**src/fetchPkg.sv**
```systemverilog
// Y86-64 fetch definitions; instruction constants are stored most significant byte first
package fetchPkg;

    // machine word width
    localparam int WORD_W = 64;
    // longest instruction (irmovq, rmmovq, mrmovq)
    localparam int MAX_INSTR_BYTES = 10;
    // register id for "no register"
    localparam logic [3:0] REG_NONE = 4'hF;

    // instruction codes, upper nibble of the specifier byte
    localparam logic [3:0] ICODE_HALT   = 4'd0;
    localparam logic [3:0] ICODE_NOP    = 4'd1;
    // rrmovq shares its code with cmovXX
    localparam logic [3:0] ICODE_RRMOVQ = 4'd2;
    localparam logic [3:0] ICODE_IRMOVQ = 4'd3;
    localparam logic [3:0] ICODE_RMMOVQ = 4'd4;
    localparam logic [3:0] ICODE_MRMOVQ = 4'd5;
    localparam logic [3:0] ICODE_OPQ    = 4'd6;
    localparam logic [3:0] ICODE_JXX    = 4'd7;
    localparam logic [3:0] ICODE_CALL   = 4'd8;
    localparam logic [3:0] ICODE_RET    = 4'd9;
    localparam logic [3:0] ICODE_PUSHQ  = 4'd10;
    localparam logic [3:0] ICODE_POPQ   = 4'd11;

    // status codes
    localparam logic [1:0] STAT_AOK = 2'd0;
    localparam logic [1:0] STAT_HLT = 2'd1;
    localparam logic [1:0] STAT_ADR = 2'd2;
    localparam logic [1:0] STAT_INS = 2'd3;

    // one fetched instruction, 146 bits
    typedef struct packed {
        logic [3:0]        icode;
        logic [3:0]        ifun;
        logic [3:0]        rA;
        logic [3:0]        rB;
        logic [WORD_W-1:0] valC;
        logic [WORD_W-1:0] valP;
        logic [1:0]        stat;
    } fetchBundleT;

    // memory stage feedback, valA carries the jump fall-through
    typedef struct packed {
        logic [3:0]        icode;
        logic              cnd;
        logic [WORD_W-1:0] valA;
    } memFeedbackT;

    // write-back feedback, valM carries the popped return address
    typedef struct packed {
        logic [3:0]        icode;
        logic [WORD_W-1:0] valM;
    } wbFeedbackT;

    // specifier, register byte, 8-byte constant
    typedef struct packed {
        logic [3:0]        icode;
        logic [3:0]        ifun;
        logic [3:0]        rA;
        logic [3:0]        rB;
        logic [WORD_W-1:0] valC;
    } regFormT;

    // specifier, 8-byte destination, one byte not part of the instruction
    typedef struct packed {
        logic [3:0]        icode;
        logic [3:0]        ifun;
        logic [WORD_W-1:0] dest;
        logic [7:0]        pad;
    } destFormT;

    // first instruction byte sits in the top 8 bits
    typedef union packed {
        regFormT  regForm;
        destFormT destForm;
    } instrWordU;

endpackage
```
**src/fetchPcSelect.sv**
```systemverilog
// fetch PC mux; a not-taken jump in memory beats a ret in write-back, no other redirect exists
`timescale 1ns/1ps

module fetchPcSelect (
    input  logic [fetchPkg::WORD_W-1:0] predPc,
    input  fetchPkg::memFeedbackT       memFb,
    input  fetchPkg::wbFeedbackT        wbFb,
    output logic [fetchPkg::WORD_W-1:0] pc
);
    import fetchPkg::*;

    logic jumpMiss;
    logic retSeen;

    // jumps are predicted taken
    // so cnd low in memory means the prediction was wrong
    assign jumpMiss = (memFb.icode == ICODE_JXX) && !memFb.cnd;

    // ret target only known once write-back has the popped value
    assign retSeen = (wbFb.icode == ICODE_RET);

    always_comb
    begin
        if (jumpMiss)
        begin
            // fall-through address travels down the pipe in valA
            pc = memFb.valA;
        end
        else if (retSeen)
        begin
            // return address read from the stack
            pc = wbFb.valM;
        end
        else
        begin
            // normal case, prediction from the F register
            pc = predPc;
        end
    end

endmodule

```
**config.mk**
```make
export PLATFORM = sky130hd
export DESIGN_NAME = fetchPcSelect
export DESIGN_NICKNAME = d
export VERILOG_FILES = /design/src/fetchPkg.sv /design/src/fetchPcSelect.sv
export SDC_FILE = /design/constraint.sdc
export NUM_CORES = 1
export LEC_CHECK = 0
export BUFFER_PORTS_ARGS = -buffer_cell sky130_fd_sc_hd__buf_2
export CAP_MARGIN = 20
export CORE_AREA = 3 3 103 105
export DETAILED_ROUTE_END_ITERATION = 8
export DIE_AREA = 0 0 106 108
export GPL_ROUTABILITY_DRIVEN = 1
export GPL_TIMING_DRIVEN = 0
export PLACE_DENSITY = 0.66
export SLEW_MARGIN = 0
export SYNTH_ARGS = -nofsm -noshare
export SYNTH_HDL_FRONTEND = slang
export SYNTH_SLANG_ARGS = --single-unit
```
**constraint.sdc**
```tcl
create_clock -name vclk -period 4.93
set_input_delay 0.986 -clock vclk [all_inputs]
set_output_delay 0.986 -clock vclk [all_outputs]
set_load 0.02 [all_outputs]
```
==> flow_summary.toml <==
[run_status]
status = "complete, no violations"

[routing]
drt_iter0_markers = 63
vias = 2237
routed_wl_um = 7530
drt-pass1-iter-count = 4
drc_errors = 0
vias_per_cell = 4.13
antenna_left = 0
wire_per_inst_um = 13.9

[finish]
area_growth_pct = 71.3
layout.nets = 612
final_cell_mix = "271 x buf_2, 120 x mux2_4, 7 x buf_12"
layout_commonest_cell = "buf_2"
stdcell_count = 542
clock_buffers = 0
seq_cell_count = 0
final_util = 0.369
drive_above_1_share = 0.985
regArea_um2 = 0
n_antenna_cell = 0

[synth]
syn-cell-area_mm2 = 0.00209
synth_top_family_by_area = "multiplexers"
synth.avg_cell_area_um2 = 14.5
synthMuxAreaShare = 0.903
yosysWarnings = 0
synth_compound_area_frac = 0
yosys.area_share.adder = 0
synth-simple-area-share = 0.0155
ys_types = 8
synth_nets = 345
synthCells = 144
ys_seq_area_frac = 0
synth_xor_area_frac = 0

[placed_design]
gp_congestion = 0.682
hpwlAfterDp_um = 6790
place_ws_ps = 1300
io_buffers = 265
dp.cells = 542

[timing]
relSlewSlack = 0.684
rsz0062_at_grt = "false"
drv_slew = 0
tightestPinTransition_ps = 473
holdWs_ps = 2320
setup_slack_ps = 1410
period_share = 0.714
fin_crit_ps = 3520
max_freq_mhz = 284
hold_violations = 0
setup_viol = 0
tns_ps = 0

[setup_path]
path_cells = "buf_2 -> and4bb_1 -> nand2_1 -> buf_2 -> mux2_4 -> buf_2"
endpoint = "pc[52]"
end_kind = "output port"
slowest_delay_ps = 400
crit_buf_inv = 3
critical_path_class = "in -> out"
crit_top_cell = "buf_2"
start_kind = "input port"
crit_fanout = 10
cp.required_ps = 3940
worstSetupStartpoint = "memFb[66]"
cp_num_cells = 6
cp_slowest_cell = "buf_2"
cpLargestDelayFamily = "buffers and inverters"
arrival_ps = 2530

[power_and_ir_drop]
p_per_area_mw_per_mm2 = 84.3
p_leak_nw = 2.15
max-vdd-ir-drop_v = 0.0000430

[global_route]
grt_max_degree = 11
grt_pass1_vias = 2236
grt_usage = 0.112
gr-total-overflow = 0
antenna_found_initial = 1
grt_pass1_wl_um = 10700

[run]
maxCapViolations = 0

[floorplan]
start_util = 0.215
fp.dieH_um = 108
core_area_mm2 = 0.00973
fp-row-count = 36
pin_count = 265
die_w_um = 106
die-area_mm2 = 0.0114

[worst_hold_path]
min_path_type = "in -> out"

[cts]
cts_resized = 0
cts_setup_buffers = 0
cts_hold_buffers = 0
## metrics by stage
| stage | area [um2] | total power [mW] |
|---|---|---|
| after detailed placement | 3590 | 0.305 |
| after global placement | 3590 | 0.300 |
| after floorplan | 2090 | 0.181 |
| final | 3590 | 0.302 |
| after global routing | 3590 | 0.323 |
| after CTS | 3590 | 0.306 |
## synth_stat cells
cell type | number | area (um2)
nand2_1 | 1 | 3.75
buf_2 | 6 | 30.0
mux2_1 | 4 | 45.0
mux2_2 | 4 | 45.0
and4bb_1 | 1 | 12.5
mux2_4 | 120 | 1800
buf_12 | 7 | 140
and4bb_4 | 1 | 16.3
## per-layer routing
layer / track usage / wire length [um]
met1: 0.130 / 2820
met4: 0.00370 / 13
met3: 0.0328 / 916
met2: 0.215 / 3770
met5: 0 / 7
## logic make-up after synthesis
group / Yosys count
multiplexers: 128
buffers and inverters: 13
AND/OR/NAND/NOR: 3
## power breakdown
group          leakage (nW)  switching (mW)  total [mW]  internal [mW]
logic                  2.15           0.120       0.302          0.183
registers                 0               0           0              0
clock network             0               0           0              0
total                  2.15           0.120       0.302          0.183
## layout make-up
class                      instances  area (um2)
fill                             986        6140
multi-input combinational        131        1920
timing repair buffer             265        1330
buffer                            13         170
tap                              133         166
## how the worst min path moves through the flow
stage                    from  endpoint  slack [ps]  cells past startpoint
finish              memFb[38]    pc[38]        2320                      3
global route        memFb[38]    pc[38]        2320                      3
CTS                 memFb[38]    pc[38]        2320                      3
detailed placement  memFb[60]    pc[60]        2320                      3
global placement    memFb[60]    pc[60]        2320                      3
floorplan            memFb[0]     pc[0]        2130                      1
## tightest hold or removal path, cell delays in order
cell and delay, ps:
buf_2 70, mux2_4 120, buf_2 150
No activity file was read; power rests on OpenSTA's default activity.
