--- config.mk ---
export PLATFORM = sky130hd
export DESIGN_NAME = decodeReg
export DESIGN_NICKNAME = d
export VERILOG_FILES = /design/src/fetchPkg.sv /design/src/decodeReg.sv
export SDC_FILE = /design/constraint.sdc
export NUM_CORES = 1
export LEC_CHECK = 0
export ABC_AREA = 1
export ABC_CLOCK_PERIOD_IN_PS = 1200
export BUFFER_PORTS_ARGS = -buffer_cell sky130_fd_sc_hd__buf_2
export CORE_MARGIN = 1.5
export CORE_UTILIZATION = 29
export DETAILED_ROUTE_END_ITERATION = 16
export HOLD_SLACK_MARGIN = 0.1
export PLACE_DENSITY_LB_ADDON = 0.12
export SYNTH_ARGS = -nofsm -noshare
export SYNTH_HDL_FRONTEND = slang
export SYNTH_SLANG_ARGS = --single-unit
--- constraint.sdc ---
create_clock -name clk -period 1.2 [get_ports clk]
set_input_delay 0.18 -clock clk [delete_from_list [all_inputs] [get_ports clk]]
set_output_delay 0.18 -clock clk [all_outputs]
set_load 0.005 [all_outputs]
--- src/fetchPkg.sv ---
// Y86-64 fetch definitions; instruction constants are stored most significant byte first
package fetchPkg;

    // machine word width
    localparam int WORD_W = 64;
    // longest instruction (irmovq, rmmovq, mrmovq)
    localparam int MAX_INSTR_BYTES = 10;
    // register id for "no register"
    localparam logic [3:0] REG_NONE = 4'hF;

    // instruction codes, upper nibble of the specifier byte
    localparam logic [3:0] ICODE_HALT   = 4'd0;
    localparam logic [3:0] ICODE_NOP    = 4'd1;
    // rrmovq shares its code with cmovXX
    localparam logic [3:0] ICODE_RRMOVQ = 4'd2;
    localparam logic [3:0] ICODE_IRMOVQ = 4'd3;
    localparam logic [3:0] ICODE_RMMOVQ = 4'd4;
    localparam logic [3:0] ICODE_MRMOVQ = 4'd5;
    localparam logic [3:0] ICODE_OPQ    = 4'd6;
    localparam logic [3:0] ICODE_JXX    = 4'd7;
    localparam logic [3:0] ICODE_CALL   = 4'd8;
    localparam logic [3:0] ICODE_RET    = 4'd9;
    localparam logic [3:0] ICODE_PUSHQ  = 4'd10;
    localparam logic [3:0] ICODE_POPQ   = 4'd11;

    // status codes
    localparam logic [1:0] STAT_AOK = 2'd0;
    localparam logic [1:0] STAT_HLT = 2'd1;
    localparam logic [1:0] STAT_ADR = 2'd2;
    localparam logic [1:0] STAT_INS = 2'd3;

    // one fetched instruction, 146 bits
    typedef struct packed {
        logic [3:0]        icode;
        logic [3:0]        ifun;
        logic [3:0]        rA;
        logic [3:0]        rB;
        logic [WORD_W-1:0] valC;
        logic [WORD_W-1:0] valP;
        logic [1:0]        stat;
    } fetchBundleT;

    // memory stage feedback, valA carries the jump fall-through
    typedef struct packed {
        logic [3:0]        icode;
        logic              cnd;
        logic [WORD_W-1:0] valA;
    } memFeedbackT;

    // write-back feedback, valM carries the popped return address
    typedef struct packed {
        logic [3:0]        icode;
        logic [WORD_W-1:0] valM;
    } wbFeedbackT;

    // specifier, register byte, 8-byte constant
    typedef struct packed {
        logic [3:0]        icode;
        logic [3:0]        ifun;
        logic [3:0]        rA;
        logic [3:0]        rB;
        logic [WORD_W-1:0] valC;
    } regFormT;

    // specifier, 8-byte destination, one byte not part of the instruction
    typedef struct packed {
        logic [3:0]        icode;
        logic [3:0]        ifun;
        logic [WORD_W-1:0] dest;
        logic [7:0]        pad;
    } destFormT;

    // first instruction byte sits in the top 8 bits
    typedef union packed {
        regFormT  regForm;
        destFormT destForm;
    } instrWordU;

endpackage
--- src/decodeReg.sv ---
// D pipeline register; stall wins over bubble, reset and bubble both load a zeroed AOK nop
`timescale 1ns/1ps

module decodeReg (
    input  logic                  clk,
    input  logic                  rstN,
    input  logic                  stall,
    input  logic                  bubble,
    input  fetchPkg::fetchBundleT fetched,
    output fetchPkg::fetchBundleT dOut
);
    import fetchPkg::*;

    // injected nop, registers zero rather than REG_NONE
    localparam fetchBundleT BUBBLE_NOP = '{
        icode: ICODE_NOP,
        ifun:  4'h0,
        rA:    4'h0,
        rB:    4'h0,
        valC:  '0,
        valP:  '0,
        stat:  STAT_AOK
    };

    always_ff @(posedge clk or negedge rstN)
    begin
        if (!rstN)
        begin
            dOut <= BUBBLE_NOP;
        end
        else if (!stall)
        begin
            // stall keeps the old value
            if (bubble)
            begin
                dOut <= BUBBLE_NOP;
            end
            else
            begin
                dOut <= fetched;
            end
        end
    end

    // hazard control never asks for both at once
    assert property (@(posedge clk) disable iff (!rstN) !(stall && bubble))
    else
        $error("decodeReg: stall and bubble high together");

endmodule

==> run metrics <==
WL/cell 12.87 um; portion of synthesized cell area occupied by the leading cell type 65.91%; WL final 16780 um; final number of max-transition violations 0; total global-route track usage 17.33%; crit-path leading delay family flip-flops; ratio of routed vias to standard cells 4.128; critical path launch point type flop; number of primary I/O pins 296; effective utilization at floorplan 29.53%; run status finished, violations left; sequential fraction of design power 43.6%; final design instance area without fill 0.009349 sq mm; cell depth of the worst setup path 1; synthesized instance count 618; total power divided by cell area 1348 mW/mm^2; Relative slew margins 74.14%; Non-Filler Instances 1304; worst reg2reg setup slack 470 ps; horizontal die dimension 140.8 um; via count of the first global-routing pass 5516; maximum fanout along the worst path 2; share of async-settable or async-resettable flops after synthesis 100.0%; # DRC 0; largest register by flop count dOut; largest registers in the final layout dOut x146; number of buffers on the longest clock path 2; sequential cell area fraction in the yosys report 66.39%; worst hold slack 132.0 ps; cell taking the most area after synthesis sky130_fd_sc_hd__dfrtp_1; crit end category output port; slowest stage cell, crit path sky130_fd_sc_hd__dfstp_2; biggest area contributors in the synthesized netlist sky130_fd_sc_hd__dfrtp_1, sky130_fd_sc_hd__nand2_1, sky130_fd_sc_hd__buf_2; list of most frequent post-synthesis cells sky130_fd_sc_hd__nand2_1, sky130_fd_sc_hd__dfrtp_1, sky130_fd_sc_hd__buf_2; top flip-flop cell by instance count after synthesis sky130_fd_sc_hd__dfrtp_1; Gate power share 14.1%; Pre-antenna DRT Iters 4; leakage power 5.433 nW; Final setup viols 1; arrival time at the worst endpoint 1040 ps; Critical Path Max Stage Delay 540 ps; Die Outline Area 0.01982 sq mm; DR iter-0 viols 193; setup repair bufs after CTS 0; RSZ-0062 raised after global routing true; Largest register FFs 146; Worst Setup SP dOut[142]; area inside the core boundary 0.01864 sq mm; Area growth syn-to-layout 69.82%; launch instance of the worst min-delay path bubble; cell internal pwr 9.607 mW; Critical Path, Cell by Cell buf_6; end point of the worst hold path dOut[142]; root buf cell sky130_fd_sc_hd__clkbuf_16; Avg Synthesized Cell Area 8.908 sq um; antenna viol nets, final 0; Switching Share 23.78%; Clk pwr share 42.3%; required arrival time at the worst endpoint 1020 ps; final setup margin -15.08 ps; pin count of the biggest net entering global routing 83; Max IR drop VDD 0.9056 mV; Via Count 5383; number of nets in the finished design 1209; post-synth cell types 10; worst path bufs/invs 1; number of warnings issued by yosys 0; number of violations of the max-capacitance limit 0; EDFF count, synth 0; Worst Hold Class input port to flop; class of the most critical setup path flop to output port; setup tns final -15.08 ps; number of cells traversed by the worst hold path 3; Final Skew 0 ps; TritonCTS sink count 146; placement row count 50; Worst Setup Slack post-DPL 155.1 ps; Post-Syn Area 0.005505 sq mm; antenna cells 0; clock period minus worst slack 1215 ps; Placed Area 0.007279 sq mm; Final Wtd Congestion 0.7475; CTS clock-pin slew for the worst setup and hold paths 50 ps; maximum frequency from static timing analysis 0.8230 GHz; post-synthesis register bit count 146; end of the worst register-to-register path dOut[142]; TritonCTS clock tree built; net switching power of the design 2.998 mW; global-route wire length before repair 27380 um; clock latency reported for the late side of the worst-skew pair 410 ps; number of nets in the synthesized netlist 768; Die Y-Extent 140.8 um; proportion of layout cells with a drive suffix above 1 31.59%; number of placed instances, taps included 1127; antenna violations before repair 0; cts bufs inserted 17; launching point of the worst reg2reg path dOut[142]; violated checks negative setup slack; period utilization 101.3%; buffers added on ports 295; worst reg2reg path depth 2; final number of hold-violating endpoints 0; Max H-tree Level 4; grt total ovfl 0; estimated wirelength of the detail-placed design 10600 um; most numerous cell in the Yosys netlist sky130_fd_sc_hd__nand2_1; transition at the pin with the smallest max-transition slack 388.0 ps
## per-layer routing
| metal | vias to the layer above | global-route usage (%) | part of all wire, % |
|---|---|---|---|
| met5 | - | 0 | 0 |
| met4 | 0 | 5.647 | 1.3 |
| met3 | 13 | 5.197 | 6.0 |
| met2 | 187 | 28.75 | 49 |
| met1 | 2447 | 21.67 | 44 |
| li1 | 2736 | - | - |
## worst max-delay path by stage
stage / end / slack, ps
2_1_floorplan: dOut[100] / 310
3_3_place_gp: dOut[48] / 170
3_5_place_dp: dOut[16] / 160
4_1_cts: dOut[142] / -50
5_1_grt: dOut[142] / -60
6_report: dOut[142] / -20
## cell usage in the layout, fill, tap and decap left out
master                          Yosys  final
sky130_fd_sc_hd__dfstp_2            1      1
sky130_fd_sc_hd__buf_12             0      7
sky130_fd_sc_hd__buf_6              1      2
sky130_fd_sc_hd__nor2_8             1      1
sky130_fd_sc_hd__clkinv_2           0      4
sky130_fd_sc_hd__clkinvlp_4         0      1
sky130_fd_sc_hd__clkbuf_16          0     17
sky130_fd_sc_hd__dlygate4sd3_1      0    147
sky130_fd_sc_hd__bufinv_16          0      3
sky130_fd_sc_hd__clkinv_4           0      2
sky130_fd_sc_hd__nand2_1          437    437
sky130_fd_sc_hd__buf_2             22    292
sky130_fd_sc_hd__buf_4              7      6
sky130_fd_sc_hd__inv_1              1      1
sky130_fd_sc_hd__clkbuf_1           2      1
sky130_fd_sc_hd__clkbuf_8           0      2
sky130_fd_sc_hd__dfrtp_1          145    145
sky130_fd_sc_hd__o21ai_0            1      1
## timing repair
item / 4_1_cts / 5_1_grt
hold endpoints to repair: 291 / 0
hold buffers: 147 / 0
pin swaps: 0 / 0
setup endpoints to repair: 1 / 1
resized for setup: 0 / 1
## cell families (layout without fill, tap and decap cells)
group | count (synthesis) | count (layout) | synth area share, %
compound gates | 1 | 1 | 0.09082
simple gates | 438 | 438 | 30.16
buf+inv | 33 | 485 | 3.364
flops | 146 | 146 | 66.39
## cell type report
cell class	instances	area, sq um
multi-input combinational	439	1665
timing repair buffer	454	3141
sequential	146	3655
clock inverter	10	135.1
clock buffer	20	456.7
fill	1764	9294
inverter	1	3.754
tap	234	292.8
## per-stage QoR
step	utilization, %	power, mW
after floorplan	-	6.080
after global placement	39.05	6.988
after detailed placement	39.05	6.990
after CTS	50.11	12.80
after global routing	50.15	13.31
final	50.15	12.61
## power groups by stage
stage / Clock, mW / Combinational (mW) / Sequential (mW)
after global placement: 0 / 1.42 / 5.57
after detailed placement: 0 / 1.42 / 5.57
after CTS: 5.51 / 1.80 / 5.49
after floorplan: 0 / 0.458 / 5.62
final: 5.33 / 1.78 / 5.49
after global routing: 5.79 / 1.99 / 5.54
Note: power is estimated with default switching activity, not from simulation.
