$ cat src/fetchPkg.sv
// Y86-64 fetch definitions; instruction constants are stored most significant byte first
package fetchPkg;

    // machine word width
    localparam int WORD_W = 64;
    // longest instruction (irmovq, rmmovq, mrmovq)
    localparam int MAX_INSTR_BYTES = 10;
    // register id for "no register"
    localparam logic [3:0] REG_NONE = 4'hF;

    // instruction codes, upper nibble of the specifier byte
    localparam logic [3:0] ICODE_HALT   = 4'd0;
    localparam logic [3:0] ICODE_NOP    = 4'd1;
    // rrmovq shares its code with cmovXX
    localparam logic [3:0] ICODE_RRMOVQ = 4'd2;
    localparam logic [3:0] ICODE_IRMOVQ = 4'd3;
    localparam logic [3:0] ICODE_RMMOVQ = 4'd4;
    localparam logic [3:0] ICODE_MRMOVQ = 4'd5;
    localparam logic [3:0] ICODE_OPQ    = 4'd6;
    localparam logic [3:0] ICODE_JXX    = 4'd7;
    localparam logic [3:0] ICODE_CALL   = 4'd8;
    localparam logic [3:0] ICODE_RET    = 4'd9;
    localparam logic [3:0] ICODE_PUSHQ  = 4'd10;
    localparam logic [3:0] ICODE_POPQ   = 4'd11;

    // status codes
    localparam logic [1:0] STAT_AOK = 2'd0;
    localparam logic [1:0] STAT_HLT = 2'd1;
    localparam logic [1:0] STAT_ADR = 2'd2;
    localparam logic [1:0] STAT_INS = 2'd3;

    // one fetched instruction, 146 bits
    typedef struct packed {
        logic [3:0]        icode;
        logic [3:0]        ifun;
        logic [3:0]        rA;
        logic [3:0]        rB;
        logic [WORD_W-1:0] valC;
        logic [WORD_W-1:0] valP;
        logic [1:0]        stat;
    } fetchBundleT;

    // memory stage feedback, valA carries the jump fall-through
    typedef struct packed {
        logic [3:0]        icode;
        logic              cnd;
        logic [WORD_W-1:0] valA;
    } memFeedbackT;

    // write-back feedback, valM carries the popped return address
    typedef struct packed {
        logic [3:0]        icode;
        logic [WORD_W-1:0] valM;
    } wbFeedbackT;

    // specifier, register byte, 8-byte constant
    typedef struct packed {
        logic [3:0]        icode;
        logic [3:0]        ifun;
        logic [3:0]        rA;
        logic [3:0]        rB;
        logic [WORD_W-1:0] valC;
    } regFormT;

    // specifier, 8-byte destination, one byte not part of the instruction
    typedef struct packed {
        logic [3:0]        icode;
        logic [3:0]        ifun;
        logic [WORD_W-1:0] dest;
        logic [7:0]        pad;
    } destFormT;

    // first instruction byte sits in the top 8 bits
    typedef union packed {
        regFormT  regForm;
        destFormT destForm;
    } instrWordU;

endpackage
$ cat src/imemBank.sv
// one byte lane of the interleaved instruction memory; sizes powers of two, contents random until written
`timescale 1ns/1ps

module imemBank #(
    parameter int BANK_INDEX = 0,
    parameter int IMEM_BYTES = 1024,
    parameter int NUM_BANKS  = 16
) (
    input  logic                        clk,
    input  logic                        imemWrEn,
    input  logic [fetchPkg::WORD_W-1:0] imemWrAddr,
    input  logic [7:0]                  imemWrData,
    input  logic [fetchPkg::WORD_W-1:0] pc,
    output logic [7:0]                  rdByte
);
    import fetchPkg::*;

    localparam int ROWS  = IMEM_BYTES / NUM_BANKS;
    localparam int OFS_W = $clog2(NUM_BANKS);
    localparam int ROW_W = $clog2(ROWS);

    // byte at address a lives in bank a % NUM_BANKS, row a / NUM_BANKS
    logic [7:0]        mem [ROWS];
    logic              wrHit;
    logic [ROW_W-1:0]  wrRow;
    logic [OFS_W-1:0]  pcOfs;
    logic [WORD_W-1:0] rdRow;

    // write side
    assign wrHit = imemWrEn
                   && (imemWrAddr[OFS_W-1:0] == OFS_W'(BANK_INDEX))
                   && (imemWrAddr < WORD_W'(IMEM_BYTES));
    assign wrRow = imemWrAddr[OFS_W +: ROW_W];

    always_ff @(posedge clk)
    begin
        if (wrHit)
        begin
            mem[wrRow] <= imemWrData;
        end
    end

    // read side
    // lanes below the pc offset hold bytes of the next row
    assign pcOfs = pc[OFS_W-1:0];
    assign rdRow = (pc >> OFS_W) + WORD_W'(OFS_W'(BANK_INDEX) < pcOfs);

    // past the last row reads as zero
    assign rdByte = (rdRow < WORD_W'(ROWS)) ? mem[rdRow[ROW_W-1:0]] : 8'h00;

    // loader must stay inside memory, only the addressed lane reports
    assert property (@(posedge clk)
        (imemWrEn && (imemWrAddr[OFS_W-1:0] == OFS_W'(BANK_INDEX)))
        |-> (imemWrAddr < WORD_W'(IMEM_BYTES)))
    else
        $error("imemBank %0d: write address %0h beyond memory", BANK_INDEX, imemWrAddr);

endmodule

$ cat config.mk
export PLATFORM = sky130hd
export DESIGN_NAME = imemBank
export DESIGN_NICKNAME = d
export VERILOG_FILES = /design/src/fetchPkg.sv /design/src/imemBank.sv
export SDC_FILE = /design/constraint.sdc
export NUM_CORES = 1
export LEC_CHECK = 0
export ABC_AREA = 0
export BUFFER_PORTS_ARGS = -buffer_cell sky130_fd_sc_hd__buf_4
export CORE_MARGIN = 2
export CORE_UTILIZATION = 30
export CTS_BUF_LIST = sky130_fd_sc_hd__clkbuf_16
export DETAILED_ROUTE_END_ITERATION = 10
export GPL_ROUTABILITY_DRIVEN = 0
export SYNTH_ARGS = -nofsm -noshare
export SYNTH_HDL_FRONTEND = slang
export SYNTH_SLANG_ARGS = --single-unit
$ cat constraint.sdc
create_clock -name clk -period 9.3 [get_ports clk]
set_clock_uncertainty 0.15 [all_clocks]
set_input_delay 0.465 -clock clk [delete_from_list [all_inputs] [get_ports clk]]
set_output_delay 0.465 -clock clk [all_outputs]
set_load 0.02 [all_outputs]
==> reports/results.ini, run 1 <==
[worst_setup_path]
cp.required_ns=8.69
cp_max_fo=67
end_kind=output pin
start_kind=primary input
cp_data_arrival_time_ns=4.69
worstSetupPathType=primary input to output pin

[floorplanning]
ios=146
die_w_um=273
core_area_mm2=0.0717
initial_core_util_pct=30.4
die_h_um=273
die_area_mm2=0.0748
num_rows=98

[detailed_routing]
dr.pass1.iters=6
wl_met3_mm=4.50
wl_per_cell_um=23.1
drt-initial-drc-count=1362
dr_wl_met2_mm=26.4
num_vias=12673
wl_met1_mm=23.1
routed_wl_mm=55.6
dr.max_layer_used=met5
viasPerCell=5.27
ant_nets=0
drc=0

[worst_hold_path]
hold_depth=1
min_from=imemWrData[4]
holdPathEnd=mem[46][4]$_DFFE_PP_
hold_path_class=primary input to register

[global_route]
track_usage_pct=14.8
grt_overflow=0
antenna_found_initial=4
grt_pass1_wl_mm=82.4
grt_pass1_vias=12757
grt_start_max_net_pins=68

[cts]
clock_sinks=512
post_cts_buffers=0
cts_buffers=50
cts_root_buf=clkbuf_16
htreeDepth=2
cts_tree=yes
postCtsHoldBufs=0
cts_resized=0
cts.path.max_buffers=3
clk_pin_slew_ns=0.06

[power]
power_mw=4.90
peakVddDrop_v=0.000140
p_leak_nw=7.99
p_per_area_mw_per_mm2=192

[placed_design]
dp_hpwl_mm=35.4
numPortBuffers=145

[final_layout]
fin_nets=1560
drive_gt1_share_pct=25.8
area_growth_pct=17.3
largestRegisters=mem: 512 flops
largest_reg_flops=512
top_register=mem
fillers=6756

[timing]
setup_tns_ns=0
max-slew-margin-rel_pct=19.9
final_hold_viol_count=0
worst_slew_pin_slew_ns=1.19
period_share_pct=57.1
setup_viol=0
maxSlewViolCount=0
rsz0062_at_grt=no
min_period_ns=5.31
fmax_ghz=0.188

[yosys]
synthDistinctLibCells=66
ys_ff_latch=512
yosys_most_used_dff=edfxtp_1
synth_nets=1411
async_flop_share_pct=0
synth_warnings=0
synth_edf_count=512
ys_seq_area_share_pct=70.6
synth_cells=1270
synth_area_mm2=0.0218
avgSynthCellArea_um2=17.1

[job]
maxCapViolCount=0

[status]
status=finished clean

cell usage in the layout, fill, tap and decap left out, types with 3 or more instances in the layout:
| cell type | count |
|---|---|
| nor4b_1 | 3 |
| nand4b_1 | 12 |
| clkinv_1 | 12 |
| a21oi_1 | 9 |
| bufinv_16 | 4 |
| and2_1 | 5 |
| o21ai_0 | 12 |
| inv_1 | 16 |
| nor2_1 | 95 |
| xor2_1 | 8 |
| xnor2_1 | 12 |
| a21o_1 | 3 |
| nand4_1 | 42 |
| mux2i_1 | 16 |
| buf_4 | 158 |
| nand2b_1 | 3 |
| and4_1 | 6 |
| nor3_1 | 14 |
| nand3b_1 | 5 |
| a211oi_1 | 11 |
| edfxtp_1 | 512 |
| clkinv_2 | 8 |
| or3_1 | 5 |
| nand2_1 | 123 |
| a31oi_1 | 4 |
| and3_1 | 12 |
| clkbuf_16 | 51 |
| nor4_1 | 28 |
| a22oi_1 | 3 |
| mux4_2 | 128 |
| a32oi_1 | 16 |
| or4_1 | 7 |
| nand3_1 | 62 |
cells by family (layout without fill, tap and decap cells):
logic type / Yosys count / after routing / synth area share, %
other cells: 0 / 1 / 0
mux: 144 / 144 / 14.0
xor+xnor: 22 / 22 / 0.885
compound gates: 78 / 78 / 2.68
simple gates: 443 / 443 / 10.4
fa+ha+maj: 3 / 3 / 0.172
flops: 512 / 512 / 70.6
buf+inv: 68 / 254 / 1.23
power breakdown:
group | leakage [nW] | switching (mW) | internal [mW]
sequential | 4.60 | 0 | 2.54
combinational | 2.58 | 0.235 | 0.168
clock | 0.805 | 0.853 | 1.11
total | 7.99 | 1.09 | 3.81
metrics by stage:
stage               cells  setup WS (ns)  utilization [%]  instance area [um2]  hold slack, ns
finish               2407           3.99             35.6                25500           0.291
global route         2406           3.81             35.6                25500           0.293
CTS                  2406           3.97             35.6                25500           0.279
detailed placement   2317           3.98             33.4                24000           0.922
global placement     2317           3.98             33.4                24000           0.906
floorplan            1270           5.32                -                21800           0.414
synthesized netlist by cell type, types with 5 or more instances:
cell type	number	area, um2
buf_2	7	35.0
and4_1	6	52.6
edfxtp_1	512	15400
mux4_2	128	2880
xor2_1	9	78.8
inv_1	7	26.3
nand4b_1	12	105
nor2_1	95	357
nand3b_1	5	37.5
nand2_1	123	462
and2_1	5	31.3
or4_1	7	52.6
buf_1	17	63.8
nand4_1	42	263
nor3_1	14	70.1
a21oi_1	9	45.0
a32oi_1	16	140
and3_1	12	75.1
nand3_1	62	310
o21ai_0	12	60.1
clkbuf_1	36	135
or3_1	5	31.3
a211oi_1	11	82.6
mux2i_1	16	160
nor4_1	28	175
xnor2_1	13	114
cell type report:
| class | instances | area [um2] | share of cell area [%] |
|---|---|---|---|
| sequential | 512 | 15400 | 60.2 |
| multi-input combinational | 690 | 6190 | 24.2 |
| clock buffer | 51 | 1280 | 5.00 |
| tap | 950 | 1190 | 4.65 |
| timing repair buffer | 158 | 1190 | 4.64 |
| clock inverter | 38 | 299 | 1.17 |
| inverter | 7 | 26.3 | 0.103 |
| antenna | 1 | 2.50 | 0.00980 |
per-layer routing:
layer | vias to the layer above | global-route usage [%]
met5 | - | 0
met4 | 8 | 4.27
met3 | 99 | 3.39
met2 | 598 | 24.0
met1 | 6471 | 19.8
li1 | 5497 | -
critical path, stage by stage:
cell and delay (ns):
buf_4 0.10, or4_1 0.58, ha_4 0.20, ha_4 0.95, buf_4 0.85, mux4_2 0.37
nand2_1 0.08, a32oi_1 0.43, nand4_1 0.15, a211oi_1 0.24, buf_4 0.20
how the worst max path moves through the flow:
stage,depth (start not counted),startpoint,to,slack [ns]
CTS,11,pc[3],rdByte[1],3.97
finish,11,pc[3],rdByte[1],3.99
detailed placement,11,pc[3],rdByte[1],3.98
global placement,11,pc[3],rdByte[1],3.98
global route,11,pc[3],rdByte[1],3.81
floorplan,9,pc[3],rdByte[0],5.32
Note: power is estimated with default switching activity, not from simulation.
==> run 2, diff against run 1 <==
- clock period: 9.3 -> 4.5 ns (I/O delays scaled with it)
==> run 2 against run 1 <==
Global-route usage decreased by 0.47 points. Wire length decreased by 3.3%. Sequential share of layout area decreased by 1.3 points. Largest power group unchanged. Critical path depth increased by 1. Clock power increased by 110%. Cell count increased by 2.3%. Non-clock buffer count increased by 54. Critical endpoint is now rdByte[7]. Combinational power increased by 110%. Via count increased by 1.4%. Utilization increased by 0.80 points. Sequential power increased by 110%.
==> reports/results.ini, run 2 (synthesis gave the netlist of run 1 again) <==
[power]
power_mw=10.1  ; was 4.90 mW
p_per_area_mw_per_mm2=388  ; was 192 mW/mm2
p_leak_nw=8.36  ; was 7.99 nW
peakVddDrop_v=0.000245  ; was 0.000140 V

[floorplanning]
initial_core_util_pct=30.4  ; unchanged
die_w_um=273  ; unchanged
die_h_um=273  ; unchanged
core_area_mm2=0.0717  ; unchanged
ios=146  ; unchanged
die_area_mm2=0.0748  ; unchanged
num_rows=98  ; unchanged

[final_layout]
largestRegisters=mem: 512 flops  ; unchanged
largest_reg_flops=512  ; unchanged
antenna_cells=0  ; was 1
fin_nets=1615  ; was 1560
final_cell_mix=edfxtp_1, buf_4, mux4_2  ; unchanged
area_growth_pct=20.0  ; was 17.3%
top_register=mem  ; unchanged
fillers=6702  ; was 6756
finish.utilization_pct=36.4  ; was 35.6%
drive_gt1_share_pct=28.7  ; was 25.8%
final_common_cell=edfxtp_1  ; unchanged

[timing]
worst_slew_pin_slew_ns=1.00  ; was 1.19 ns
min_period_ns=4.42
max-slew-margin-rel_pct=33.1  ; was 19.9%
fmax_ghz=0.226
rsz0062_at_grt=yes  ; was no
maxSlewViolCount=0  ; unchanged
final_hold_viol_count=0  ; unchanged
setup_viol=0  ; unchanged
period_share_pct=98.2
finalWorstSetupSlack_ns=0.0830  ; was 3.99 ns
setup_tns_ns=0  ; unchanged

[global_route]
grt_pass1_vias=12901  ; was 12757
grt_start_max_net_pins=65  ; was 68
antenna_found_initial=0  ; was 4
grt_pass1_wl_mm=81.0  ; was 82.4 mm
track_usage_pct=14.3  ; was 14.8%
grt_overflow=0  ; unchanged

[worst_setup_path]
cp_data_arrival_time_ns=4.04  ; was 4.69 ns
start_kind=primary input  ; unchanged
worstSetupPathType=primary input to output pin  ; unchanged
end_kind=output pin  ; unchanged
cp_max_fo=9  ; was 67
cp.required_ns=4.12  ; was 8.69 ns

[worst_hold_path]
holdPathEnd=mem[39][1]$_DFFE_PP_  ; was mem[46][4]$_DFFE_PP_
hold_depth=1  ; unchanged
min_from=imemWrData[1]  ; was imemWrData[4]
hold_path_class=primary input to register  ; unchanged

[detailed_routing]
viasPerCell=5.22  ; was 5.27
drt-initial-drc-count=1480  ; was 1362
ant_nets=0  ; unchanged
dr.pass1.iters=5  ; was 6
routed_wl_mm=53.8  ; was 55.6 mm
drc=0  ; unchanged
num_vias=12856  ; was 12673
wl_per_cell_um=21.8  ; was 23.1 um

[cts]
cts.path.max_buffers=3  ; unchanged
cts_root_buf=clkbuf_16  ; unchanged
cts_buffers=51  ; was 50
htreeDepth=2  ; unchanged
clk_pin_slew_ns=0.06  ; about the same
clock_sinks=512  ; unchanged
cts_tree=yes  ; unchanged
post_cts_buffers=0  ; unchanged

[placed_design]
numPortBuffers=145  ; unchanged
dp_slack_ns=-0.188  ; was 3.98 ns
dp_hpwl_mm=34.9  ; was 35.4 mm

[job]
maxCapViolCount=0  ; unchanged

[status]
status=finished clean  ; unchanged

run 2: cell count changes in the layout (fill, tap and decap cells not counted), sizes merged:
cell / previous run / this run
clkinvlp: 2 / 1
buf: 158 / 212
clkinv: 21 / 20
diode: 1 / 0
inv: 18 / 21
clkbuf: 51 / 53
run 2: cell type report:
type                    count  area, um2  area share (%)
flip-flops and latches    512      15400            58.9
multi-input cells         690       6240            23.9
repair buffers            212       1690            6.48
clock buffers              53       1330            5.08
well taps                 950       1190            4.55
clock inverters            39        269            1.03
inverters                   7       26.3           0.101
run 2: layer usage:
| metal | vias to the layer above | global-route usage, % | wire (um) |
|---|---|---|---|
| li1 | 5608 | - | - |
| met1 | 6574 | 19.8 | 22700 |
| met2 | 604 | 23.4 | 25700 |
| met3 | 70 | 2.70 | 4300 |
| met4 | 0 | 3.05 | 971 |
| met5 | - | 0 | 0 |
run 2: worst max-delay path by stage:
stage / startpoint / endpoint / cells after the start
floorplan: pc[3] / rdByte[0] / 9
global placement: pc[2] / rdByte[5] / 12
detailed placement: pc[2] / rdByte[0] / 12
CTS: pc[3] / rdByte[0] / 12
global route: pc[3] / rdByte[7] / 12
finish: pc[3] / rdByte[7] / 12
run 2: where the power goes:
| part | internal, mW | switching, mW |
|---|---|---|
| Sequential | 5.25 | 0 |
| Combinational | 0.364 | 0.492 |
| Clock | 2.34 | 1.70 |
| Total | 7.95 | 2.20 |
run 2: what timing repair did:
| item | in CTS | in global routing |
|---|---|---|
| gates resized for setup | 1 | 8 |
| hold buffers | 0 | 0 |
| endpoints found under the setup margin | 6 | 6 |
| pin swaps | 0 | 0 |
run 2: critical path, cell delays in order:
cell      delay, ns
buf_4          0.10
or4_1          0.64
ha_1           0.25
nand3_2        0.25
nor4_1         0.13
and4_1         0.27
and3_1         0.24
a211o_1        0.30
a211oi_1       0.47
nand4_2        0.42
a211oi_2       0.51
buf_4          0.23
run 2: stage by stage:
stage	std cells	area (um2)	hold slack, ns
floorplan	1270	21800	0.174
global placement	2371	24500	0.660
detailed placement	2371	24500	0.666
CTS	2463	26100	0.0550
global route	2463	26100	0.0632
finish	2463	26100	0.0623
