`src/fetchPkg.sv`:
```
// Y86-64 fetch definitions; instruction constants are stored most significant byte first
package fetchPkg;

    // machine word width
    localparam int WORD_W = 64;
    // longest instruction (irmovq, rmmovq, mrmovq)
    localparam int MAX_INSTR_BYTES = 10;
    // register id for "no register"
    localparam logic [3:0] REG_NONE = 4'hF;

    // instruction codes, upper nibble of the specifier byte
    localparam logic [3:0] ICODE_HALT   = 4'd0;
    localparam logic [3:0] ICODE_NOP    = 4'd1;
    // rrmovq shares its code with cmovXX
    localparam logic [3:0] ICODE_RRMOVQ = 4'd2;
    localparam logic [3:0] ICODE_IRMOVQ = 4'd3;
    localparam logic [3:0] ICODE_RMMOVQ = 4'd4;
    localparam logic [3:0] ICODE_MRMOVQ = 4'd5;
    localparam logic [3:0] ICODE_OPQ    = 4'd6;
    localparam logic [3:0] ICODE_JXX    = 4'd7;
    localparam logic [3:0] ICODE_CALL   = 4'd8;
    localparam logic [3:0] ICODE_RET    = 4'd9;
    localparam logic [3:0] ICODE_PUSHQ  = 4'd10;
    localparam logic [3:0] ICODE_POPQ   = 4'd11;

    // status codes
    localparam logic [1:0] STAT_AOK = 2'd0;
    localparam logic [1:0] STAT_HLT = 2'd1;
    localparam logic [1:0] STAT_ADR = 2'd2;
    localparam logic [1:0] STAT_INS = 2'd3;

    // one fetched instruction, 146 bits
    typedef struct packed {
        logic [3:0]        icode;
        logic [3:0]        ifun;
        logic [3:0]        rA;
        logic [3:0]        rB;
        logic [WORD_W-1:0] valC;
        logic [WORD_W-1:0] valP;
        logic [1:0]        stat;
    } fetchBundleT;

    // memory stage feedback, valA carries the jump fall-through
    typedef struct packed {
        logic [3:0]        icode;
        logic              cnd;
        logic [WORD_W-1:0] valA;
    } memFeedbackT;

    // write-back feedback, valM carries the popped return address
    typedef struct packed {
        logic [3:0]        icode;
        logic [WORD_W-1:0] valM;
    } wbFeedbackT;

    // specifier, register byte, 8-byte constant
    typedef struct packed {
        logic [3:0]        icode;
        logic [3:0]        ifun;
        logic [3:0]        rA;
        logic [3:0]        rB;
        logic [WORD_W-1:0] valC;
    } regFormT;

    // specifier, 8-byte destination, one byte not part of the instruction
    typedef struct packed {
        logic [3:0]        icode;
        logic [3:0]        ifun;
        logic [WORD_W-1:0] dest;
        logic [7:0]        pad;
    } destFormT;

    // first instruction byte sits in the top 8 bits
    typedef union packed {
        regFormT  regForm;
        destFormT destForm;
    } instrWordU;

endpackage
```
`src/fetchDecode.sv`:
```
// fetch decode; constants big-endian, icode 12..15 is INS, pc at or past IMEM_BYTES is ADR
`timescale 1ns/1ps

module fetchDecode #(
    parameter int IMEM_BYTES = 1024,
    parameter int NUM_BANKS  = 16
) (
    input  logic [fetchPkg::WORD_W-1:0]   pc,
    input  logic [NUM_BANKS-1:0][7:0]     bankBytes,
    output fetchPkg::fetchBundleT         fetched,
    output logic [fetchPkg::WORD_W-1:0]   fPredPc
);
    import fetchPkg::*;

    localparam int OFS_W = $clog2(NUM_BANKS);

    // raw[0] is the byte at pc
    logic [0:MAX_INSTR_BYTES-1][7:0] raw;
    logic [OFS_W-1:0]                pcOfs;
    instrWordU                       instr;
    logic [3:0]                      len;
    logic                            isBranch;

    assign pcOfs = pc[OFS_W-1:0];

    // undo the interleave, byte k comes from lane (pc + k) mod NUM_BANKS
    always_comb
    begin : rotate
        logic [OFS_W-1:0] lane;
        for (int k = 0; k < MAX_INSTR_BYTES; k++)
        begin
            lane = pcOfs + OFS_W'(k);
            raw[k] = bankBytes[lane];
        end
    end

    assign instr = instrWordU'(raw);

    // jumps and calls predict their destination
    assign isBranch = (instr.regForm.icode == ICODE_JXX)
                      || (instr.regForm.icode == ICODE_CALL);

    always_comb
    begin
        // specifier byte has the same place in both forms
        fetched.icode = instr.regForm.icode;
        fetched.ifun  = instr.regForm.ifun;
        fetched.rA    = REG_NONE;
        fetched.rB    = REG_NONE;
        fetched.valC  = '0;
        fetched.stat  = STAT_AOK;
        len           = 4'd1;

        case (instr.regForm.icode)
            ICODE_HALT:
            begin
                fetched.stat = STAT_HLT;
            end
            // one byte, nothing to read
            ICODE_NOP, ICODE_RET:
            begin
                len = 4'd1;
            end
            // register byte only
            ICODE_RRMOVQ, ICODE_OPQ, ICODE_PUSHQ, ICODE_POPQ:
            begin
                fetched.rA = instr.regForm.rA;
                fetched.rB = instr.regForm.rB;
                len        = 4'd2;
            end
            // register byte plus immediate or displacement
            ICODE_IRMOVQ, ICODE_RMMOVQ, ICODE_MRMOVQ:
            begin
                fetched.rA   = instr.regForm.rA;
                fetched.rB   = instr.regForm.rB;
                fetched.valC = instr.regForm.valC;
                len          = 4'd10;
            end
            // destination right after the specifier
            ICODE_JXX, ICODE_CALL:
            begin
                fetched.valC = instr.destForm.dest;
                len          = 4'd9;
            end
            default:
            begin
                // codes 12..15, skip one byte
                fetched.stat = STAT_INS;
            end
        endcase

        fetched.valP = pc + WORD_W'(len);
        fPredPc      = isBranch ? fetched.valC : fetched.valP;

        // out of memory, fetch stands still as a nop
        if (pc >= WORD_W'(IMEM_BYTES))
        begin
            fetched.icode = ICODE_NOP;
            fetched.ifun  = 4'h0;
            fetched.rA    = REG_NONE;
            fetched.rB    = REG_NONE;
            fetched.valC  = '0;
            fetched.valP  = pc;
            fetched.stat  = STAT_ADR;
            fPredPc       = pc;
        end
    end

    // valP never runs more than one instruction ahead of pc
    always_comb
    begin : lenCheck
        assert final ((fetched.valP - pc) <= WORD_W'(MAX_INSTR_BYTES))
        else
            $error("fetchDecode: valP %0h too far from pc %0h", fetched.valP, pc);
    end

endmodule

```
`config.mk`:
```
export PLATFORM = sky130hd
export DESIGN_NAME = fetchDecode
export DESIGN_NICKNAME = d
export VERILOG_FILES = /design/src/fetchPkg.sv /design/src/fetchDecode.sv
export SDC_FILE = /design/constraint.sdc
export NUM_CORES = 1
export LEC_CHECK = 0
export ABC_CLOCK_PERIOD_IN_PS = 5240
export BUFFER_PORTS_ARGS = -buffer_cell sky130_fd_sc_hd__clkbuf_2
export CAP_MARGIN = 30
export CELL_PAD_IN_SITES_DETAIL_PLACEMENT = 0
export CELL_PAD_IN_SITES_GLOBAL_PLACEMENT = 1
export CORE_MARGIN = 2
export CORE_UTILIZATION = 36
export DETAILED_ROUTE_END_ITERATION = 6
export GPL_ROUTABILITY_DRIVEN = 0
export PLACE_DENSITY = 0.9
export SKIP_LAST_GASP = 1
export SLEW_MARGIN = 10
export SYNTH_ARGS = -nofsm -noshare
export SYNTH_HDL_FRONTEND = slang
export SYNTH_SLANG_ARGS = --single-unit
```
`constraint.sdc`:
```
create_clock -name vclk -period 5.24
set_input_delay 0.524 -clock vclk [all_inputs]
set_output_delay 0.524 -clock vclk [all_outputs]
set_load 0.03 [all_outputs]
```
==> results of run 1 <==
[metal layers]
layer / global-route usage, % / vias to the layer above / routed length [um]
li1: - / 4514 / -
met1: 42.3 / 5329 / 16100
met2: 56.2 / 978 / 21500
met3: 6.90 / 153 / 5420
met4: 13.0 / 0 / 2310
met5: 0 / - / 0
[how the worst max path moves through the flow]
stage	endpoint	slack [ps]	cells after the start
global placement	fPredPc[10]	420	16
global route	fPredPc[10]	30	16
detailed placement	fPredPc[10]	340	16
finish	fPredPc[10]	280	16
floorplan	fPredPc[39]	170	17
CTS	fPredPc[10]	330	16
[cell usage after synthesis (all sizes together) (15+ instances only)]
cell	number
clkbuf	89
a21oi	30
o21ai	33
o22ai	15
nand3	20
a21o	18
nand2	80
mux4	169
nor4	15
nor2	95
o21bai	36
inv	19
mux2i	27
buf	69
mux2	29
a22oi	68
[metrics by stage]
step | instance area (um^2) | std cells | setup slack, ps | util, % | hold WS [ps]
finish | 11000 | 1604 | 284 | 45.4 | 1320
global route | 11000 | 1603 | 30.7 | 45.4 | 1330
CTS | 11000 | 1599 | 328 | 45.4 | 1320
detailed placement | 11000 | 1599 | 336 | 45.4 | 1320
global placement | 11000 | 1599 | 420 | 45.4 | 1320
floorplan | 8840 | 973 | 171 | - | 1220
[power breakdown]
group / switching [mW] / internal (mW) / total [mW]
Combinational: 1.07 / 0.689 / 1.76
Clock: 0 / 0.000000128 / 0.000000128
Sequential: 0 / 0 / 0
Total: 1.07 / 0.689 / 1.76
[worst max-delay path: stages]
cell	delay, ps
buf_6	300
mux4_1	670
a22oi_1	270
and2_1	190
buf_4	380
nor2_1	160
a21boi_4	150
nand2b_1	80
ha_1	320
a31oi_1	180
or2_2	330
nor2_1	220
and3_1	210
mux2i_1	70
o21bai_1	130
clkbuf_2	220
[cell families after synthesis]
group	synth area share [%]
adders and majority gates	1.92
AOI/OAI and AO/OA	22.4
xor gates and xnor gates	1.87
buffers and inverters	9.64
muxes	50.3
and+or+nand+nor	13.9
[area by class of cell]
cell class	count	share of cell area, %
repair buffers	460	22.6
well taps	324	3.68
diodes	5	0.114
inverters	20	0.682
multi-input cells	795	72.9
==> run_results.csv, run 1 <==
group,metric,value,unit
status,outcome,"finished, violations left",
status,failed_checks,"design-rule violations",
routing,wl_per_cell,28.3,um
finish,layout_common_cells,"400 x clkbuf_2, 158 x mux4_2, 93 x nor2_1, 79 x nand2_1, 67 x a22oi_1",
sta,fin_crit_sh,94.6,%
finish,seq_cells,0,
finish,multi_input_area,0.00803,mm^2
floorplan,core,0.0242,mm^2
clock_network,post_cts_buffers,0,
sta,setup_viol,0,
synthesis,syn-cell-area,0.00884,mm^2
global_routing,grt_pass1_wl,65.8,mm
finish,drive_gt1_share,52.2,%
synthesis,ys_warn_count,0,
routing,ant_nets,0,
clock_network,cts_resized,0,
power_and_ir_drop,power,1.76,mW
routing,detail_route.vias_per_cell,6.84,
sta,setup-tns-final,0,ps
sta,max_slew_margin,45.9,%
flow_run,maxCapViolations,0,
floorplan,pin_count,402,
sta,period_needed,4960,ps
synthesis,synth.area.top_cells,"mux4_2 40%, a22oi_1 5.7%, nor2_1 3.9%",
routing,wirelength,45.3,mm
routing,drt_iter0_drc,1746,
floorplan,dieArea,0.0258,mm^2
global_routing,grt_usage,33.4,%
floorplan,die_h,161,um
setup_path,arrival,4430,ps
sta,max_freq,202,MHz
global_routing,grt_max_degree,43,
floorplan,placementRows,57,
synthesis,synth_largest_area_cell,"mux4_2",
sta,grt_setup_unrepaired,"no",
routing,drc,2,
finish,nClkBuffers,0,
finish,nNetsFinal,1482,
finish,final_common_cell,"clkbuf_2",
floorplan,start_util,36.5,%
synthesis,seq_area_frac_synth,0,%
placement,port-buffer-count,402,
setup_path,path_max_fanout,40,
floorplan,fp.dieW,161,um
finish,syn_to_final_growth,24.6,%
hold_path,hold_start,"pc[60]",
global_routing,overflow,0,
setup_path,criticalPathCategory,"in -> out",
placement,place_hpwl,37.9,mm
setup_path,startpoint,"pc[0]",
sta,hold_violations,0,
global_routing,grt_pass1_vias,10086,
synthesis,synth_nets,1178,
finish,regArea,0,um^2
synthesis,syn_inst,973,
routing,num_vias,10974,
hold_path,hp-class,"in -> out",
synthesis,synth_top_area_share,40.2,%
routing,first_pass_iters,7,
synthesis,ys_types,63,
power_and_ir_drop,peakVddDrop,0.0000681,V
finish,fill_cells,2382,
hold_path,hold_path_end,"fetched[62]",
sta,tightestPinTransition,804,ps
global_routing,grt_antenna_before_repair,5,
setup_path,worstPathRequired,4720,ps
setup_path,critPathLaunchType,"primary input",
power_and_ir_drop,power_leakage,4.64,nW
power_and_ir_drop,power_density,160,mW/mm^2
hold_path,min_path_cells,2,
synthesis,synth_area_per_cell,9.09,um^2
clock_network,cts_hold_buffers,0,
sta,maxSlewViolCount,0,
setup_path,crit_path_end_kind,"primary output",
Note: power is estimated with default switching activity, not from simulation.
==> inputs of run 2 (changes only) <==
CELL_PAD_IN_SITES_DETAIL_PLACEMENT = 1   (was 0)
CELL_PAD_IN_SITES_GLOBAL_PLACEMENT = 2   (was 1)
CORE_UTILIZATION = 28   (was 36)
==> run_results.csv, run 2 (same netlist as run 1, synthesis figures left out) <==
group,metric,value,unit
setup_path,critPathCapture,"fPredPc[42]",
sta,maxSlewViolCount,0,
placement,dp_slack,414,ps
setup_path,critPathLaunchType,"primary input",
finish,seq_cells,0,
sta,hold_violations,0,
clock_network,post_cts_buffers,0,
finish,final_area,0.0112,mm^2
flow_run,maxCapViolations,0,
global_routing,grt_pass1_vias,10825,
finish,instances_no_fill,1686,
setup_path,worstPathRequired,4720,ps
setup_path,crit_path_end_kind,"primary output",
finish,regArea,0,um^2
floorplan,die_h,182,um
global_routing,grt_antenna_before_repair,2,
placement,place_hpwl,42.2,mm
sta,grt_setup_unrepaired,"no",
sta,tightestPinTransition,883,ps
setup_path,criticalPathCategory,"in -> out",
global_routing,grt_pass1_wl,73.0,mm
hold_path,hp-class,"in -> out",
routing,detail_route.vias_per_cell,6.57,
floorplan,core,0.0313,mm^2
routing,num_vias,11077,
clock_network,cts_resized,0,
routing,ant_nets,0,
finish,drive_gt1_share,52.5,%
finish,layout_common_cells,"400 x clkbuf_2, 158 x mux4_2, 93 x nor2_1, 79 x nand2_1, 67 x a22oi_1",
setup_path,startpoint,"pc[0]",
finish,syn_to_final_growth,26.6,%
finish,nClkBuffers,0,
setup_path,arrival,4330,ps
status,outcome,"complete, no violations",
finish,fill_cells,3800,
setup_path,crit_path_frequent_cell,"buf_4",
routing,first_pass_iters,6,
placement,dp.cells,1684,
floorplan,start_util,28.2,%
setup_path,crit_path_top_delay_cell,"o21ai_1",
floorplan,fp.dieW,182,um
routing,drc,0,
routing,wl_per_cell,29.7,um
floorplan,placementRows,65,
finish,nNetsFinal,1490,
global_routing,grt_max_degree,54,
sta,fin_ws,383,ps
global_routing,overflow,0,
routing,wirelength,50.1,mm
sta,fin_crit_sh,92.7,%
sta,period_needed,4860,ps
routing,drt_iter0_drc,1199,
floorplan,pin_count,402,
floorplan,dieArea,0.0330,mm^2
sta,setup_viol,0,
setup_path,cp_slowest_stage_delay,490,ps
setup_path,path_max_fanout,24,
sta,max_freq,206,MHz
setup_path,crit_chain,"buf_6, buf_4, inv_1, ha_4, buf_4, mux4_2, mux2_2, o21ai_1, o22ai_1, a22oi_1, buf_4, o21bai_1, clkbuf_2",
finish,final_common_cell,"clkbuf_2",
clock_network,cts_hold_buffers,0,
placement,port-buffer-count,402,
sta,setup-tns-final,0,ps
global_routing,grt_usage,29.0,%
sta,max_slew_margin,41.1,%
placement,dpl_cell_area,0.0112,mm^2
[run 2: changes by cell type in the layout (fill, tap and decap cells not counted), sizes merged]
cell and change:
buf +8, diode -4
[run 2: how the worst min path moves through the flow]
| stage | startpoint | endpoint | slack (ps) | depth (start not counted) |
|---|---|---|---|---|
| after CTS | pc[17] | fetched[19] | 1320 | 2 |
| final | pc[54] | fetched[56] | 1320 | 2 |
| after detailed placement | pc[17] | fetched[19] | 1320 | 2 |
| after floorplan | pc[4] | fetched[6] | 1220 | 1 |
| after global placement | pc[18] | fetched[20] | 1320 | 2 |
| after global routing | pc[17] | fetched[19] | 1330 | 2 |
[run 2: metal layers]
layer	wire length, um	GRT usage [%]	share of wire, %
met1	19100	36.9	38
met2	24100	50.1	48
met3	4850	4.89	9.7
met5	0	0	0
met4	2060	9.14	4.1
[run 2: cell type report]
class / instances / area [um^2] / share of cell area (%)
Multi-Input combinational cell: 795 / 8040 / 71.8
Timing Repair Buffer: 468 / 2580 / 23.0
Tap cell: 402 / 503 / 4.49
Inverter: 20 / 75.1 / 0.671
Antenna cell: 1 / 2.50 / 0.0224
[run 2: critical path, delay by kind of cell]
kind / cells / cell delay [ps]
compound gates: 4 / 1000
mux: 2 / 700
buf+inv: 6 / 1610
fa+ha+maj: 1 / 480
[run 2: per-stage QoR]
step                      utilization [%]  hold WS (ps)
final                                35.7          1320
after global routing                 35.7          1330
after CTS                            35.7          1320
after detailed placement             35.7          1320
after global placement               35.7          1320
after floorplan                         -          1220
==> inputs of run 3 (changes only) <==
GPL_TIMING_DRIVEN = 0   (was unset)
SKIP_LAST_GASP = unset   (was 1)
==> run_results.csv, run 3 (same netlist as run 1, synthesis figures left out) <==
group,metric,value,unit
global_routing,grt_antenna_before_repair,1,
floorplan,die_h,182,um
power_and_ir_drop,power_density,167,mW/mm^2
setup_path,criticalPathCategory,"in -> out",
sta,maxSlewViolCount,0,
setup_path,arrival,4650,ps
sta,max_freq,193,MHz
global_routing,grt_pass1_wl,79.7,mm
routing,drc,0,
setup_path,worstPathRequired,4720,ps
finish,syn_to_final_growth,34.3,%
global_routing,grt_max_degree,20,
setup_path,startpoint,"pc[0]",
routing,drt_iter0_drc,1351,
global_routing,grt_usage,32.4,%
finish,seq_cells,0,
floorplan,start_util,28.2,%
global_routing,grt_pass1_vias,11790,
finish,layout_common_cells,"403 x clkbuf_2, 161 x mux4_2, 91 x nor2_1, 79 x clkbuf_1, 78 x nand2_1",
setup_path,critPathBufInv,11,
setup_path,path_delay_family,"buffers and inverters",
setup_path,crit_chain,"clkbuf_4, buf_12, buf_8, buf_12, buf_8, buf_8, clkbuf_8, inv_1, ha_1, buf_12, clkbuf_4, mux2_2, mux4_2, mux2i_2, o2bb2ai_1, a22oi_2, o21bai_1, clkbuf_2",
setup_path,critPathLaunchType,"primary input",
floorplan,dieArea,0.0330,mm^2
placement,dp_slack,-1530,ps
setup_path,path_max_fanout,10,
routing,num_vias,11935,
routing,ant_nets,0,
finish,instances_no_fill,1795,
setup_path,cp_slowest_stage_delay,490,ps
sta,fin_ws,68.9,ps
finish,final_common_cell,"clkbuf_2",
status,outcome,"complete, no violations",
global_routing,overflow,0,
routing,detail_route.vias_per_cell,6.65,
finish,nNetsFinal,1599,
flow_run,maxCapViolations,0,
sta,period_needed,5170,ps
floorplan,core,0.0313,mm^2
sta,tightestPinTransition,1030,ps
routing,first_pass_iters,5,
routing,wirelength,56.4,mm
power_and_ir_drop,power_leakage,4.91,nW
sta,setup-tns-final,0,ps
sta,max_slew_margin,31.2,%
sta,fin_crit_sh,98.7,%
finish,nClkBuffers,0,
setup_path,crit_path_end_kind,"primary output",
finish,drive_gt1_share,52.2,%
setup_path,critPathCapture,"fPredPc[27]",
finish,final_area,0.0119,mm^2
power_and_ir_drop,peakVddDrop,0.0000657,V
sta,setup_viol,0,
setup_path,crit_path_top_delay_cell,"mux4_2",
floorplan,placementRows,65,
routing,wl_per_cell,31.4,um
placement,dp.cells,1780,
setup_path,cp_num_cells,18,
placement,place_hpwl,47.0,mm
sta,hold_violations,0,
floorplan,pin_count,402,
hold_path,hp-class,"in -> out",
placement,dpl_cell_area,0.0114,mm^2
floorplan,fp.dieW,182,um
clock_network,cts_hold_buffers,0,
finish,regArea,0,um^2
placement,port-buffer-count,402,
finish,utilization,37.9,%
==> run 3: cell types whose count changed in the layout (fill, tap and decap cells not counted), moves of 6 or more <==
cell	previous run	this run
o21ai_1	16	10
a22oi_2	1	7
buf_1	0	8
buf_4	61	24
clkbuf_1	0	79
buf_2	1	32
a22oi_1	67	61
buf_6	1	13
==> run 3: layout make-up <==
cell class	count	area [um^2]
Antenna cell	1	2.50
Buffer	156	920
Fill cell	3828	19400
Inverter	20	75.1
Multi-Input combinational cell	795	8180
Tap cell	402	503
Timing Repair Buffer	421	2190
==> run 3: layer usage <==
layer / vias to the layer above / track usage (%) / wire length, um
met4: 0 / 14.7 / 3440
met2: 1123 / 55.5 / 26600
met1: 5836 / 39.4 / 19900
met3: 227 / 6.42 / 6520
li1: 4749 / - / -
met5: - / 0 / 0
==> run 3: how the worst min path moves through the flow <==
stage / startpoint / endpoint / slack (ps) / depth (start not counted)
floorplan: pc[4] / fetched[6] / 1220 / 1
global route: pc[22] / fetched[24] / 1420 / 3
detailed placement: pc[14] / fetched[16] / 1400 / 3
finish: pc[17] / fetched[19] / 1400 / 3
CTS: pc[11] / fetched[13] / 1400 / 3
global placement: pc[11] / fetched[13] / 1400 / 3
==> run 3: timing repair <==
action | CTS | global route
resized for setup | 62 | 33
endpoints found under the setup margin | 132 | 78
setup buffers | 10 | 4
pin swaps | 4 | 2
gates cloned | 0 | 1
==> run 3: metrics by stage <==
stage               power [mW]  hold slack [ps]
detailed placement        1.80             1400
CTS                       1.89             1400
finish                    1.98             1400
floorplan                 1.13             1220
global route              2.05             1420
global placement          1.75             1400
==> run 3: report_power, final <==
part	internal [mW]	leakage [nW]	switching, mW
Clock	0.0000000258	0.00000634	0
Sequential	0	0	0
Combinational	0.762	4.91	1.22
Total	0.762	4.91	1.22
